### config.mk
export PLATFORM = sky130hd
export DESIGN_NAME = simt_branch_top
export DESIGN_NICKNAME = d
export VERILOG_FILES = /design/src/source/simt_branch_pkg.sv /design/src/source/simt_branch_top.sv /design/src/source/result_collector.sv /design/src/source/branch_unit.sv /design/src/source/branch_decoder.sv /design/src/source/warp_register_file.sv
export SDC_FILE = /design/constraint.sdc
export NUM_CORES = 2
export LEC_CHECK = 0
export ABC_AREA = 1
export BUFFER_PORTS_ARGS = -buffer_cell sky130_fd_sc_hd__buf_2
export CAP_MARGIN = 0
export CELL_PAD_IN_SITES_DETAIL_PLACEMENT = 0
export CELL_PAD_IN_SITES_GLOBAL_PLACEMENT = 1
export CORE_MARGIN = 2
export CORE_UTILIZATION = 33
export DETAILED_ROUTE_END_ITERATION = 8
export PLACE_DENSITY = 0.63
export SYNTH_ARGS = -nofsm -noshare
export SYNTH_HDL_FRONTEND = slang
export SYNTH_SLANG_ARGS = --single-unit
### constraint.sdc
create_clock -name clk_i -period 11.2 [get_ports clk_i]
set_input_delay 2.8 -clock clk_i [delete_from_list [all_inputs] [get_ports clk_i]]
set_output_delay 2.8 -clock clk_i [all_outputs]
set_load 0.1 [all_outputs]
### src/source/simt_branch_pkg.sv
// Shared sizes for the SIMT branch path
// Branch subtype encoding and the two views of a branch instruction word
package simt_branch_pkg;

    // ####################
    // Warp and register sizes
    // ####################

    // Threads per warp and bits per thread register
    localparam int unsigned warp_width = 4;
    localparam int unsigned reg_width  = 16;

    // Warps and their ID width
    localparam int unsigned num_warps = 4;
    localparam int unsigned wid_width = $clog2(num_warps);

    // In-flight tags per warp
    localparam int unsigned num_tags  = 4;
    localparam int unsigned tag_width = $clog2(num_tags);

    // Instruction ID is {tag, wid}
    localparam int unsigned iid_width = tag_width + wid_width;

    // Registers per warp
    localparam int unsigned reg_idx_width = 3;
    localparam int unsigned num_regs      = 2 ** reg_idx_width;

    localparam int unsigned pc_width   = 12;
    localparam int unsigned inst_width = 16;

    // One register across all threads, thread i in slice i
    localparam int unsigned warp_data_width = warp_width * reg_width;

    // ####################
    // Instruction encoding
    // ####################

    // Codes 2 and 3 are both invalid
    typedef enum logic [1:0] {
        bru_jmp     = 2'd0,
        bru_bnz     = 2'd1,
        bru_invalid = 2'd2
    } bru_subtype_e;

    // JMP: link destination right below the subtype
    typedef struct packed {
        bru_subtype_e             subtype;
        logic [reg_idx_width-1:0] dst;
        logic [10:0]              rsvd;
    } jmp_fmt_t;

    // BNZ: condition register first, then the flag destination
    typedef struct packed {
        bru_subtype_e             subtype;
        logic [reg_idx_width-1:0] cond;
        logic [reg_idx_width-1:0] dst;
        logic [7:0]               rsvd;
    } bnz_fmt_t;

    // Destination field moves with the subtype
    typedef union packed {
        jmp_fmt_t jmp_fmt;
        bnz_fmt_t bnz_fmt;
    } branch_inst_u;

endpackage
### src/source/simt_branch_top.sv
// Branch path top level
// Decoder, register file, branch unit and result collector
module simt_branch_top (
    input  logic clk_i,
    input  logic reset_i,

    // Instruction in
    input  logic                                         inst_valid_i,
    output logic                                         inst_ready_o,
    input  logic [simt_branch_pkg::inst_width-1:0]       inst_word_i,
    input  logic [simt_branch_pkg::pc_width-1:0]         inst_pc_i,
    input  logic [simt_branch_pkg::wid_width-1:0]        inst_wid_i,
    input  logic [simt_branch_pkg::warp_width-1:0]       inst_act_mask_i,

    // Writeback out
    output logic                                         wb_valid_o,
    input  logic                                         wb_ready_i,
    output logic [simt_branch_pkg::iid_width-1:0]        wb_iid_o,
    output logic [simt_branch_pkg::reg_idx_width-1:0]    wb_dst_o,
    output logic [simt_branch_pkg::warp_width-1:0]       wb_mask_o,
    output logic [simt_branch_pkg::warp_data_width-1:0]  wb_data_o,

    // External register load
    input  logic                                         load_valid_i,
    input  logic [simt_branch_pkg::wid_width-1:0]        load_wid_i,
    input  logic [simt_branch_pkg::reg_idx_width-1:0]    load_idx_i,
    input  logic [simt_branch_pkg::warp_data_width-1:0]  load_data_i,

    // Fetch report
    output logic                                         branch_o,
    output logic [simt_branch_pkg::wid_width-1:0]        branch_wid_o,
    output logic [simt_branch_pkg::warp_width-1:0]       branching_mask_o,
    output logic [simt_branch_pkg::pc_width-1:0]         inactive_pc_o
);
    import simt_branch_pkg::*;

    // Register file read
    logic [wid_width-1:0]       rf_rwid;
    logic [reg_idx_width-1:0]   rf_ridx;
    logic [warp_data_width-1:0] rf_rdata;

    // Decoder to branch unit
    logic                       dec_valid;
    logic                       dec_ready;
    bru_subtype_e               dec_subtype;
    logic [iid_width-1:0]       dec_iid;
    logic [reg_idx_width-1:0]   dec_dst;
    logic [pc_width-1:0]        dec_pc;
    logic [warp_width-1:0]      dec_mask;
    logic [warp_data_width-1:0] dec_cond;

    // Branch unit to collector
    logic                       exe_valid;
    logic                       exe_ready;
    logic [iid_width-1:0]       exe_iid;
    logic [reg_idx_width-1:0]   exe_dst;
    logic [warp_width-1:0]      exe_mask;
    logic [warp_data_width-1:0] exe_data;

    // Collector to register file
    logic                       rf_we;
    logic [wid_width-1:0]       rf_wid;
    logic [reg_idx_width-1:0]   rf_idx;
    logic [warp_width-1:0]      rf_mask;
    logic [warp_data_width-1:0] rf_data;

    branch_decoder i_decoder (
        .clk_i, .reset_i,
        .inst_valid_i, .inst_ready_o, .inst_word_i, .inst_pc_i, .inst_wid_i, .inst_act_mask_i,
        .rf_rwid_o(rf_rwid), .rf_ridx_o(rf_ridx), .rf_rdata_i(rf_rdata),
        .dec_valid_o(dec_valid), .dec_ready_i(dec_ready), .dec_subtype_o(dec_subtype),
        .dec_iid_o(dec_iid), .dec_dst_o(dec_dst), .dec_pc_o(dec_pc),
        .dec_mask_o(dec_mask), .dec_cond_o(dec_cond)
    );

    warp_register_file i_regfile (
        .clk_i, .reset_i,
        .rf_rwid_i(rf_rwid), .rf_ridx_i(rf_ridx), .rf_rdata_o(rf_rdata),
        .rf_we_i(rf_we), .rf_wid_i(rf_wid), .rf_idx_i(rf_idx),
        .rf_mask_i(rf_mask), .rf_data_i(rf_data),
        .load_valid_i, .load_wid_i, .load_idx_i, .load_data_i
    );

    branch_unit i_branch_unit (
        .clk_i, .reset_i,
        .dec_valid_i(dec_valid), .dec_ready_o(dec_ready), .dec_subtype_i(dec_subtype),
        .dec_iid_i(dec_iid), .dec_dst_i(dec_dst), .dec_pc_i(dec_pc),
        .dec_mask_i(dec_mask), .dec_cond_i(dec_cond),
        .exe_valid_o(exe_valid), .exe_ready_i(exe_ready), .exe_iid_o(exe_iid),
        .exe_dst_o(exe_dst), .exe_mask_o(exe_mask), .exe_data_o(exe_data),
        .branch_o, .branch_wid_o, .branching_mask_o, .inactive_pc_o
    );

    result_collector i_collector (
        .clk_i, .reset_i,
        .exe_valid_i(exe_valid), .exe_ready_o(exe_ready), .exe_iid_i(exe_iid),
        .exe_dst_i(exe_dst), .exe_mask_i(exe_mask), .exe_data_i(exe_data),
        .wb_valid_o, .wb_ready_i, .wb_iid_o, .wb_dst_o, .wb_mask_o, .wb_data_o,
        .rf_we_o(rf_we), .rf_wid_o(rf_wid), .rf_idx_o(rf_idx),
        .rf_mask_o(rf_mask), .rf_data_o(rf_data)
    );

endmodule

### src/source/result_collector.sv
// Result collector
// Holds one result under back-pressure, commits it to the register file on accept
module result_collector (
    input  logic clk_i,
    input  logic reset_i,

    // From branch unit
    input  logic                                         exe_valid_i,
    output logic                                         exe_ready_o,
    input  logic [simt_branch_pkg::iid_width-1:0]        exe_iid_i,
    input  logic [simt_branch_pkg::reg_idx_width-1:0]    exe_dst_i,
    input  logic [simt_branch_pkg::warp_width-1:0]       exe_mask_i,
    input  logic [simt_branch_pkg::warp_data_width-1:0]  exe_data_i,

    // Writeback out
    output logic                                         wb_valid_o,
    input  logic                                         wb_ready_i,
    output logic [simt_branch_pkg::iid_width-1:0]        wb_iid_o,
    output logic [simt_branch_pkg::reg_idx_width-1:0]    wb_dst_o,
    output logic [simt_branch_pkg::warp_width-1:0]       wb_mask_o,
    output logic [simt_branch_pkg::warp_data_width-1:0]  wb_data_o,

    // Register file write
    output logic                                         rf_we_o,
    output logic [simt_branch_pkg::wid_width-1:0]        rf_wid_o,
    output logic [simt_branch_pkg::reg_idx_width-1:0]    rf_idx_o,
    output logic [simt_branch_pkg::warp_width-1:0]       rf_mask_o,
    output logic [simt_branch_pkg::warp_data_width-1:0]  rf_data_o
);
    import simt_branch_pkg::*;

    logic accept;

    assign exe_ready_o = wb_ready_i || !wb_valid_o;
    assign accept      = exe_valid_i && exe_ready_o;

    always_ff @(posedge clk_i) begin
        if (reset_i) begin
            wb_valid_o <= 1'b0;
        end else if (accept) begin
            wb_valid_o <= 1'b1;
        end else if (wb_ready_i) begin
            wb_valid_o <= 1'b0;
        end
    end

    always_ff @(posedge clk_i) begin
        if (accept) begin
            wb_iid_o  <= exe_iid_i;
            wb_dst_o  <= exe_dst_i;
            wb_mask_o <= exe_mask_i;
            wb_data_o <= exe_data_i;
        end
    end

    // Commit in the writeback transfer cycle, warp ID from the iid low bits
    assign rf_we_o   = wb_valid_o && wb_ready_i;
    assign rf_wid_o  = wb_iid_o[wid_width-1:0];
    assign rf_idx_o  = wb_dst_o;
    assign rf_mask_o = wb_mask_o;
    assign rf_data_o = wb_data_o;

    // Held result stays put until taken
    assert property (@(posedge clk_i) disable iff (reset_i)
        (wb_valid_o && !wb_ready_i) |=> wb_valid_o && $stable(wb_iid_o) && $stable(wb_data_o))
        else $error("writeback changed while stalled");

endmodule

### src/source/branch_unit.sv
// Branch execute stage
// JMP link and BNZ flag results, registered fetch report, output pipeline register
module branch_unit (
    input  logic clk_i,
    input  logic reset_i,

    // From decoder
    input  logic                                         dec_valid_i,
    output logic                                         dec_ready_o,
    input  simt_branch_pkg::bru_subtype_e                dec_subtype_i,
    input  logic [simt_branch_pkg::iid_width-1:0]        dec_iid_i,
    input  logic [simt_branch_pkg::reg_idx_width-1:0]    dec_dst_i,
    input  logic [simt_branch_pkg::pc_width-1:0]         dec_pc_i,
    input  logic [simt_branch_pkg::warp_width-1:0]       dec_mask_i,
    input  logic [simt_branch_pkg::warp_data_width-1:0]  dec_cond_i,

    // To result collector
    output logic                                         exe_valid_o,
    input  logic                                         exe_ready_i,
    output logic [simt_branch_pkg::iid_width-1:0]        exe_iid_o,
    output logic [simt_branch_pkg::reg_idx_width-1:0]    exe_dst_o,
    output logic [simt_branch_pkg::warp_width-1:0]       exe_mask_o,
    output logic [simt_branch_pkg::warp_data_width-1:0]  exe_data_o,

    // Divergence report to fetch
    output logic                                         branch_o,
    output logic [simt_branch_pkg::wid_width-1:0]        branch_wid_o,
    output logic [simt_branch_pkg::warp_width-1:0]       branching_mask_o,
    output logic [simt_branch_pkg::pc_width-1:0]         inactive_pc_o
);
    import simt_branch_pkg::*;

    logic [warp_data_width-1:0] result;
    logic [warp_width-1:0]      cond_nz;
    logic                       accept;
    logic                       bnz_accept;

    // ####################
    // Result per thread
    // ####################

    always_comb begin
        for (int t = 0; t < warp_width; t++) begin
            cond_nz[t] = dec_cond_i[t*reg_width +: reg_width] != '0;
            case (dec_subtype_i)
                // Link value is the branch PC itself
                bru_jmp: result[t*reg_width +: reg_width] =
                    {{(reg_width-pc_width){1'b0}}, dec_pc_i};
                // Flag is 0 or 1
                bru_bnz: result[t*reg_width +: reg_width] =
                    {{(reg_width-1){1'b0}}, cond_nz[t]};
                default: result[t*reg_width +: reg_width] = '0;
            endcase
        end
    end

    assign dec_ready_o = exe_ready_i || !exe_valid_o;
    assign accept      = dec_valid_i && dec_ready_o;
    assign bnz_accept  = accept && (dec_subtype_i == bru_bnz);

    // ####################
    // Fetch report
    // ####################

    // One strobe per BNZ transfer, never on a stall
    always_ff @(posedge clk_i) begin
        if (reset_i) begin
            branch_o         <= 1'b0;
            branching_mask_o <= '0;
        end else begin
            branch_o         <= bnz_accept;
            branching_mask_o <= bnz_accept ? (dec_mask_i & cond_nz) : '0;
        end
    end

    // Fall-through PC wraps in 12 bits
    always_ff @(posedge clk_i) begin
        if (bnz_accept) begin
            branch_wid_o  <= dec_iid_i[wid_width-1:0];
            inactive_pc_o <= dec_pc_i + 1'b1;
        end
    end

    // ####################
    // Pipeline register
    // ####################

    always_ff @(posedge clk_i) begin
        if (reset_i) begin
            exe_valid_o <= 1'b0;
        end else if (accept) begin
            exe_valid_o <= 1'b1;
        end else if (exe_ready_i) begin
            exe_valid_o <= 1'b0;
        end
    end

    always_ff @(posedge clk_i) begin
        if (accept) begin
            exe_iid_o  <= dec_iid_i;
            exe_dst_o  <= dec_dst_i;
            exe_mask_o <= dec_mask_i;
            exe_data_o <= result;
        end
    end

    // Back-to-back strobes belong to two different instructions
    assert property (@(posedge clk_i) disable iff (reset_i)
        (branch_o && $past(branch_o)) |-> (exe_iid_o != $past(exe_iid_o)))
        else $error("branch strobe repeated for one instruction");

endmodule

### src/source/branch_decoder.sv
// Branch decoder stage
// Word decode, per-warp tag counters, condition operand read, pipeline register
module branch_decoder (
    input  logic clk_i,
    input  logic reset_i,

    // Instruction from issue
    input  logic                                         inst_valid_i,
    output logic                                         inst_ready_o,
    input  logic [simt_branch_pkg::inst_width-1:0]       inst_word_i,
    input  logic [simt_branch_pkg::pc_width-1:0]         inst_pc_i,
    input  logic [simt_branch_pkg::wid_width-1:0]        inst_wid_i,
    input  logic [simt_branch_pkg::warp_width-1:0]       inst_act_mask_i,

    // Register file read port
    output logic [simt_branch_pkg::wid_width-1:0]        rf_rwid_o,
    output logic [simt_branch_pkg::reg_idx_width-1:0]    rf_ridx_o,
    input  logic [simt_branch_pkg::warp_data_width-1:0]  rf_rdata_i,

    // To branch unit
    output logic                                         dec_valid_o,
    input  logic                                         dec_ready_i,
    output simt_branch_pkg::bru_subtype_e                dec_subtype_o,
    output logic [simt_branch_pkg::iid_width-1:0]        dec_iid_o,
    output logic [simt_branch_pkg::reg_idx_width-1:0]    dec_dst_o,
    output logic [simt_branch_pkg::pc_width-1:0]         dec_pc_o,
    output logic [simt_branch_pkg::warp_width-1:0]       dec_mask_o,
    output logic [simt_branch_pkg::warp_data_width-1:0]  dec_cond_o
);
    import simt_branch_pkg::*;

    branch_inst_u             inst;
    bru_subtype_e             inst_subtype;
    logic [reg_idx_width-1:0] inst_dst;
    logic [tag_width-1:0]     tag_q [num_warps];
    logic                     accept;

    // ####################
    // Decode
    // ####################

    assign inst = inst_word_i;

    // Subtype sits in the same bits for both views
    assign inst_subtype = inst.jmp_fmt.subtype;
    assign inst_dst     = (inst_subtype == bru_bnz) ? inst.bnz_fmt.dst : inst.jmp_fmt.dst;

    // Condition operand, harmless read for JMP
    assign rf_rwid_o = inst_wid_i;
    assign rf_ridx_o = inst.bnz_fmt.cond;

    // Stage free when empty or draining this cycle
    assign inst_ready_o = dec_ready_i || !dec_valid_o;
    assign accept       = inst_valid_i && inst_ready_o;

    // Tag counters, wrap at num_tags
    always_ff @(posedge clk_i) begin
        if (reset_i) begin
            for (int w = 0; w < num_warps; w++) begin
                tag_q[w] <= '0;
            end
        end else if (accept) begin
            tag_q[inst_wid_i] <= tag_q[inst_wid_i] + 1'b1;
        end
    end

    // ####################
    // Pipeline register
    // ####################

    always_ff @(posedge clk_i) begin
        if (reset_i) begin
            dec_valid_o <= 1'b0;
        end else if (accept) begin
            dec_valid_o <= 1'b1;
        end else if (dec_ready_i) begin
            dec_valid_o <= 1'b0;
        end
    end

    always_ff @(posedge clk_i) begin
        if (accept) begin
            dec_subtype_o <= inst_subtype;
            dec_iid_o     <= {tag_q[inst_wid_i], inst_wid_i};
            dec_dst_o     <= inst_dst;
            dec_pc_o      <= inst_pc_i;
            dec_mask_o    <= inst_act_mask_i;
            dec_cond_o    <= rf_rdata_i;
        end
    end

    // Only JMP and BNZ ever reach the branch unit
    assert property (@(posedge clk_i) disable iff (reset_i)
        accept |=> dec_valid_o && (dec_subtype_o inside {bru_jmp, bru_bnz}))
        else $error("invalid branch subtype accepted");

endmodule

### src/source/warp_register_file.sv
// Per-warp register storage
// Combinational read, thread-masked writeback, full-width load port
module warp_register_file (
    input  logic clk_i,
    input  logic reset_i,

    // Decoder read
    input  logic [simt_branch_pkg::wid_width-1:0]        rf_rwid_i,
    input  logic [simt_branch_pkg::reg_idx_width-1:0]    rf_ridx_i,
    output logic [simt_branch_pkg::warp_data_width-1:0]  rf_rdata_o,

    // Writeback from result collector
    input  logic                                         rf_we_i,
    input  logic [simt_branch_pkg::wid_width-1:0]        rf_wid_i,
    input  logic [simt_branch_pkg::reg_idx_width-1:0]    rf_idx_i,
    input  logic [simt_branch_pkg::warp_width-1:0]       rf_mask_i,
    input  logic [simt_branch_pkg::warp_data_width-1:0]  rf_data_i,

    // External load
    input  logic                                         load_valid_i,
    input  logic [simt_branch_pkg::wid_width-1:0]        load_wid_i,
    input  logic [simt_branch_pkg::reg_idx_width-1:0]    load_idx_i,
    input  logic [simt_branch_pkg::warp_data_width-1:0]  load_data_i
);
    import simt_branch_pkg::*;

    logic [warp_data_width-1:0] regs_q [num_warps][num_regs];

    assign rf_rdata_o = regs_q[rf_rwid_i][rf_ridx_i];

    always_ff @(posedge clk_i) begin
        if (reset_i) begin
            for (int w = 0; w < num_warps; w++) begin
                for (int r = 0; r < num_regs; r++) begin
                    regs_q[w][r] <= '0;
                end
            end
        end else begin
            // Writeback merges per thread
            if (rf_we_i) begin
                for (int t = 0; t < warp_width; t++) begin
                    if (rf_mask_i[t]) begin
                        regs_q[rf_wid_i][rf_idx_i][t*reg_width +: reg_width] <=
                            rf_data_i[t*reg_width +: reg_width];
                    end
                end
            end
            // Load comes last so it wins
            if (load_valid_i) begin
                regs_q[load_wid_i][load_idx_i] <= load_data_i;
            end
        end
    end

    // Load and writeback on one register lose the writeback
    assert property (@(posedge clk_i) disable iff (reset_i)
        !(load_valid_i && rf_we_i && (load_wid_i == rf_wid_i) && (load_idx_i == rf_idx_i)))
        else $error("load and writeback collide on warp %0d reg %0d", rf_wid_i, rf_idx_i);

endmodule

After elaboration in Yosys (flattened, before gate mapping) --
Memories as Yosys holds them, arrays and structs flattened. Cells that the tools add are included.
Cells by class: add/subtract/negate cells 2, $lt $le $gt $ge 5, equality and inequality tests 2, muxes and demuxes 1593, bitwise gates (word level) 1541, reduce and logical (&&, ||, !) cells 25
Operators with widths (count):
- $mux W512 | 9
- $mux W1 | 1562
- $or A1 B1 Y1 | 1536
- $reduce_or A512 Y1 | 2
- $demux W64 S3 | 5
- $mux W64 | 4
- $bmux W64 S3 | 1
- $pmux W12 S2 | 4
- $reduce_bool A16 Y1 | 4
- $mux W48 | 1
- $mux W32 | 1
- $mux W16 | 1
- $add A12 B1 Y12 const B | 1
- $ge A4 B4 Y1 const B | 3
- $not A3 Y4 | 3
- $lt A4 B1 Y1 const B | 2
- $mux W2 | 4
- $logic_and A1 B1 Y1 | 7
- $reduce_bool A2 Y1 | 3
- $and A4 B4 Y4 | 1
- $eq A2 B1 Y1 const B | 2
- $reduce_or A2 Y1 | 2
- $logic_not A1 Y1 | 3
- $logic_or A1 B1 Y1 | 3
- other kinds (4) | 4
Word-level totals: register bits after elaboration 261, bits in writable memories 2056, input bits 108, word-level logic and storage cells 3191, memories kept 2
Memories:
- i_regfile.regs_q | words 4, bits a word 512, read ports 1, clocked after Yosys merged registers in 0, wr ports 4, RTL line warp_register_file.sv:27 | logic [warp_data_width-1:0] regs_q [num_warps][num_regs];
- i_decoder.tag_q | words 4, bits a word 2, read ports 1, clocked after Yosys merged registers in 0, wr ports 4, RTL line branch_decoder.sv:35 | logic [tag_width-1:0] tag_q [num_warps];

Longest topological paths before layout --
depth after elaboration 11, mapped depth 12

Modules after synthesis --
From an unflattened synthesis, not the netlist that was laid out.
Second synthesis, totals: cells, all modules 12986, area total of the unflattened synthesis 117615.3 µm²
By module, submodules not included:
- warp_register_file | times used 1, cells an instance 12412, area each 109083.4 µm², seq. area each 61499.0 µm²
- branch_decoder | times used 1, cells an instance 164, area each 3293.2 µm², seq. area each 2932.8 µm²
- result_collector | times used 1, cells an instance 156, area each 2855.2 µm², seq. area each 2272.2 µm²
- branch_unit | times used 1, cells an instance 254, area each 2383.5 µm², seq. area each 1321.3 µm²

Worst setup path before layout --
Ideal clock, no wire load.
path kind in2reg, start point in wb_ready_i, end point mem i_decoder.tag_q[0][0] (netlist name) (enable), library setup time 0.298 ns, data arrival time 6.228 ns, path slack 4.674 ns, stages 10, path buffers 0, cells stage by stage inv_1 > nand2_1 > nor2_1 > nand2_1 > nand2_1 > inv_1 > nand2_1 > nor2_1 > nand2_1 > nand2_1
RTL lines:
- start, declared | RTL line simt_branch_top.sv:17 | input logic wb_ready_i,
- end, declared | RTL line branch_decoder.sv:35

Final worst setup path --
start point in wb_ready_i, end point out inst_ready_o
On the way: word-level cells in the longest chain between the ends 3
RTL lines:
- $logic_or A1 B1 Y1 | RTL line result_collector.sv:34 | assign exe_ready_o = wb_ready_i || !wb_valid_o;
- $logic_or A1 B1 Y1 | RTL line branch_unit.sv:57 | assign dec_ready_o = exe_ready_i || !exe_valid_o;
- $logic_or A1 B1 Y1 | RTL line branch_decoder.sv:53 | assign inst_ready_o = dec_ready_i || !dec_valid_o;
- end, declared | RTL line simt_branch_top.sv:9 | output logic inst_ready_o,
Every way passes these cells.

==> impl_metrics.env <==
export IMPL_clkTransAtPathRegs_ns=0.06
export IMPL_clockRootBuffer="clkbuf_16"
export IMPL_hpwl_um=320000
export IMPL_syn_area_per_cell_sq_um=8.85
export IMPL_io_pins=204
export IMPL_crit_path_max_incr_delay_ns=0.31
export IMPL_grt_max_degree=200
export IMPL_drt_pass1_iter_count=7
export IMPL_die_h_um=588
export IMPL_ir_drop_v=0.000117
export IMPL_min_delay_start="i_branch_unit.exe_mask_o[2]"
export IMPL_antenna_found_initial=29
export IMPL_status="finished clean"
export IMPL_seq_area_frac_synth_pct=59.1
export IMPL_worstPathRequired_ns=8.40
export IMPL_crit_path_cell_trace="buf_2 > inv_1 > nand2_1 > nor2_1 > nand2_1 > buf_2"
export IMPL_min_path_type="register to register"
export IMPL_max_freq_ghz=0.155
export IMPL_cp_arrival_ns=3.64
export IMPL_worstMarginPinSlew_ns=1.29
export IMPL_htreeDepth=5
export IMPL_layout_commonest_cell="nand2_1"
export IMPL_power_density_mw_per_mm2=162
export IMPL_drc=0
export IMPL_setup_ws_ns=4.76
export IMPL_die_w_um=588
export IMPL_rsz0062_at_grt="no"
export IMPL_cts_buffers=262
export IMPL_ant_nets=0
export IMPL_yosys_register_bits=2219
export IMPL_critPathKind="input pin to primary output"
export IMPL_track_usage_pct=29.3
export IMPL_synth_edff_count=2211
export IMPL_core_sq_mm=0.340
export IMPL_viasPerCell=5.66
export IMPL_finalSetupViolations=0
export IMPL_fin_nets=12300
export IMPL_holdPathEnd="i_collector.rf_mask_o[2]"
export IMPL_skew_ns=0.0638
export IMPL_start_util_pct=33.2
export IMPL_layout_common_cells="3931 x nand2_1, 2211 x edfxtp_1, 1587 x inv_1, 1536 x o22ai_1, 1229 x nand3_1"
export IMPL_drv_slew=0
export IMPL_rrSetupSlack_ns=7.21
export IMPL_hold_depth=0
export IMPL_routedWlPerCell_um=31.0
export IMPL_area_delta_synth_final_pct=10.5
export IMPL_postCtsSetupRepairBufs=0
export IMPL_cts_tree="built"
export IMPL_finalSetupTns_ns=0
export IMPL_post_route_period_util_pct=57.5
export IMPL_clk_latency_ns=0.94
export IMPL_rr_startpoint="i_collector.rf_idx_o[1]"
export IMPL_startpoint_type="input pin"
export IMPL_vias=96000
export IMPL_place_inst=16500
export IMPL_die_area_sq_mm=0.346
export IMPL_fin_cells=17000
export IMPL_p_leak_nw=52.6
export IMPL_placementRows=214
export IMPL_cp_slowest_cell="buf_2"
export IMPL_cts_buffer_depth=4
export IMPL_grt_pass1_vias=88500
export IMPL_timing_rr_end="i_regfile.regs_q[1][175]"
export IMPL_yosys_warnings=0
export IMPL_grt_overflow=0
export IMPL_routed_wl_um=526000
export IMPL_crit_fanout=3
export IMPL_async_reset_ff_share_pct=0
export IMPL_drive_gt1_share_pct=8.11
export IMPL_maxCapViolations=0
export IMPL_syn_inst=12700
export IMPL_clkSinkCount=2219
export IMPL_finalWeightedCongestion=1.01
export IMPL_r2r_cells=5
export IMPL_cts_resized_gates=0
export IMPL_syn_area_sq_mm=0.113
export IMPL_slew_headroom_pct=14.1
export IMPL_numPortBuffers=179
export IMPL_end_kind="primary output"
export IMPL_cts_hold_buf=0
export IMPL_place_ws_ns=4.24
export IMPL_drtIter0Drc=14800
export IMPL_ys_flop_type="edfxtp_1"
export IMPL_yosys_cell_types_count=31
export IMPL_grt_first_pass_wirelength_um=702000
export IMPL_timing_final_crit_period_ns=6.44
export IMPL_hold_viol=0
## through the flow
step | cell area [sq um] | hold slack, ns | util, % | power [W]
after floorplan | 113000 | 0.400 | - | 0.0108
after global placement | 116000 | 0.401 | 34.2 | 0.0118
after detailed placement | 116000 | 0.405 | 34.2 | 0.0118
after CTS | 124000 | 0.395 | 36.6 | 0.0201
after global routing | 124000 | 0.412 | 36.6 | 0.0206
final | 124000 | 0.387 | 36.6 | 0.0202
## state kept, by name, summed over array words and instances (netlist names), 8 cells and up
name,cells
i_regfile.regs_q,2048
i_decoder.dec_cond_o,64
i_branch_unit.exe_data_o,15
i_collector.rf_data_o,15
i_branch_unit.inactive_pc_o,12
i_decoder.dec_pc_o,12
i_decoder.tag_q,8
## report_power, final
part,switching (W),internal [W]
Sequential,0.0000909,0.00948
Combinational,0.00176,0.000387
Clock,0.00365,0.00482
## cell families (layout without fill, tap and decap cells)
| group | Yosys count | after routing | synth area share [%] |
|---|---|---|---|
| buf+inv | 2793 | 2462 | 9.71 |
| flops | 2219 | 2219 | 59.1 |
| fa+ha+maj | 1 | 1 | 0.0111 |
| other cells | 1 | 28 | 0.00333 |
| simple gates | 6085 | 6085 | 22.2 |
| compound gates | 1626 | 1626 | 8.93 |
| xor+xnor | 11 | 11 | 0.0855 |
## synth_stat cells, types with 3 or more instances
master	n	area, sq um
clkbuf_1	760	2850
nand2_2	4	25.0
nand4_1	6	37.5
o21ai_0	66	330
dfxtp_1	8	160
buf_4	53	398
nand3_2	6	60.1
or2_2	192	1200
inv_2	3	11.3
edfxtp_1	2211	66400
nor3_1	5	25.0
nand2_1	3948	14800
o22ai_1	1536	9610
nand3b_1	4	30.0
nor4_1	8	50.1
buf_2	211	1060
inv_1	1656	6220
nor2_4	3	33.8
xor2_1	11	96.3
nor2_1	667	2500
a31oi_1	4	25.0
a21oi_1	19	95.1
nand3_1	1239	6200
buf_1	109	409
## final cells by class
class / instances / area (sq um)
tap: 4536 / 5680
clock inverter: 118 / 1010
clock buffer: 329 / 7060
inverter: 1660 / 6260
antenna: 12 / 30.0
fill: 34300 / 215000
sequential: 2219 / 66600
timing repair buffer: 355 / 2360
multi-input combinational: 7739 / 35500
## worst max-delay path: cells and delay by family
kind                   cells  cell delay [ns]
buffers and inverters      3             0.51
AND/OR/NAND/NOR            3             0.33
## how the worst max path moves through the flow
stage | from | end | slack, ns | depth (start not counted)
after floorplan | wb_ready_i | i_decoder.tag_q[0][0] | 4.67 | 10
after global placement | load_valid_i | i_regfile.regs_q[0][62] | 4.33 | 9
after detailed placement | load_valid_i | i_regfile.regs_q[0][46] | 4.24 | 9
after CTS | wb_ready_i | inst_ready_o | 4.77 | 6
after global routing | wb_ready_i | inst_ready_o | 4.70 | 6
final | wb_ready_i | inst_ready_o | 4.76 | 6
## per-layer routing
metal / wire [um] / global-route usage, %
met5: 47 / 0
met3: 62500 / 8.26
met1: 192000 / 36.0
met4: 39900 / 19.4
met2: 231000 / 44.8
(Power assumes the default switching activity.)
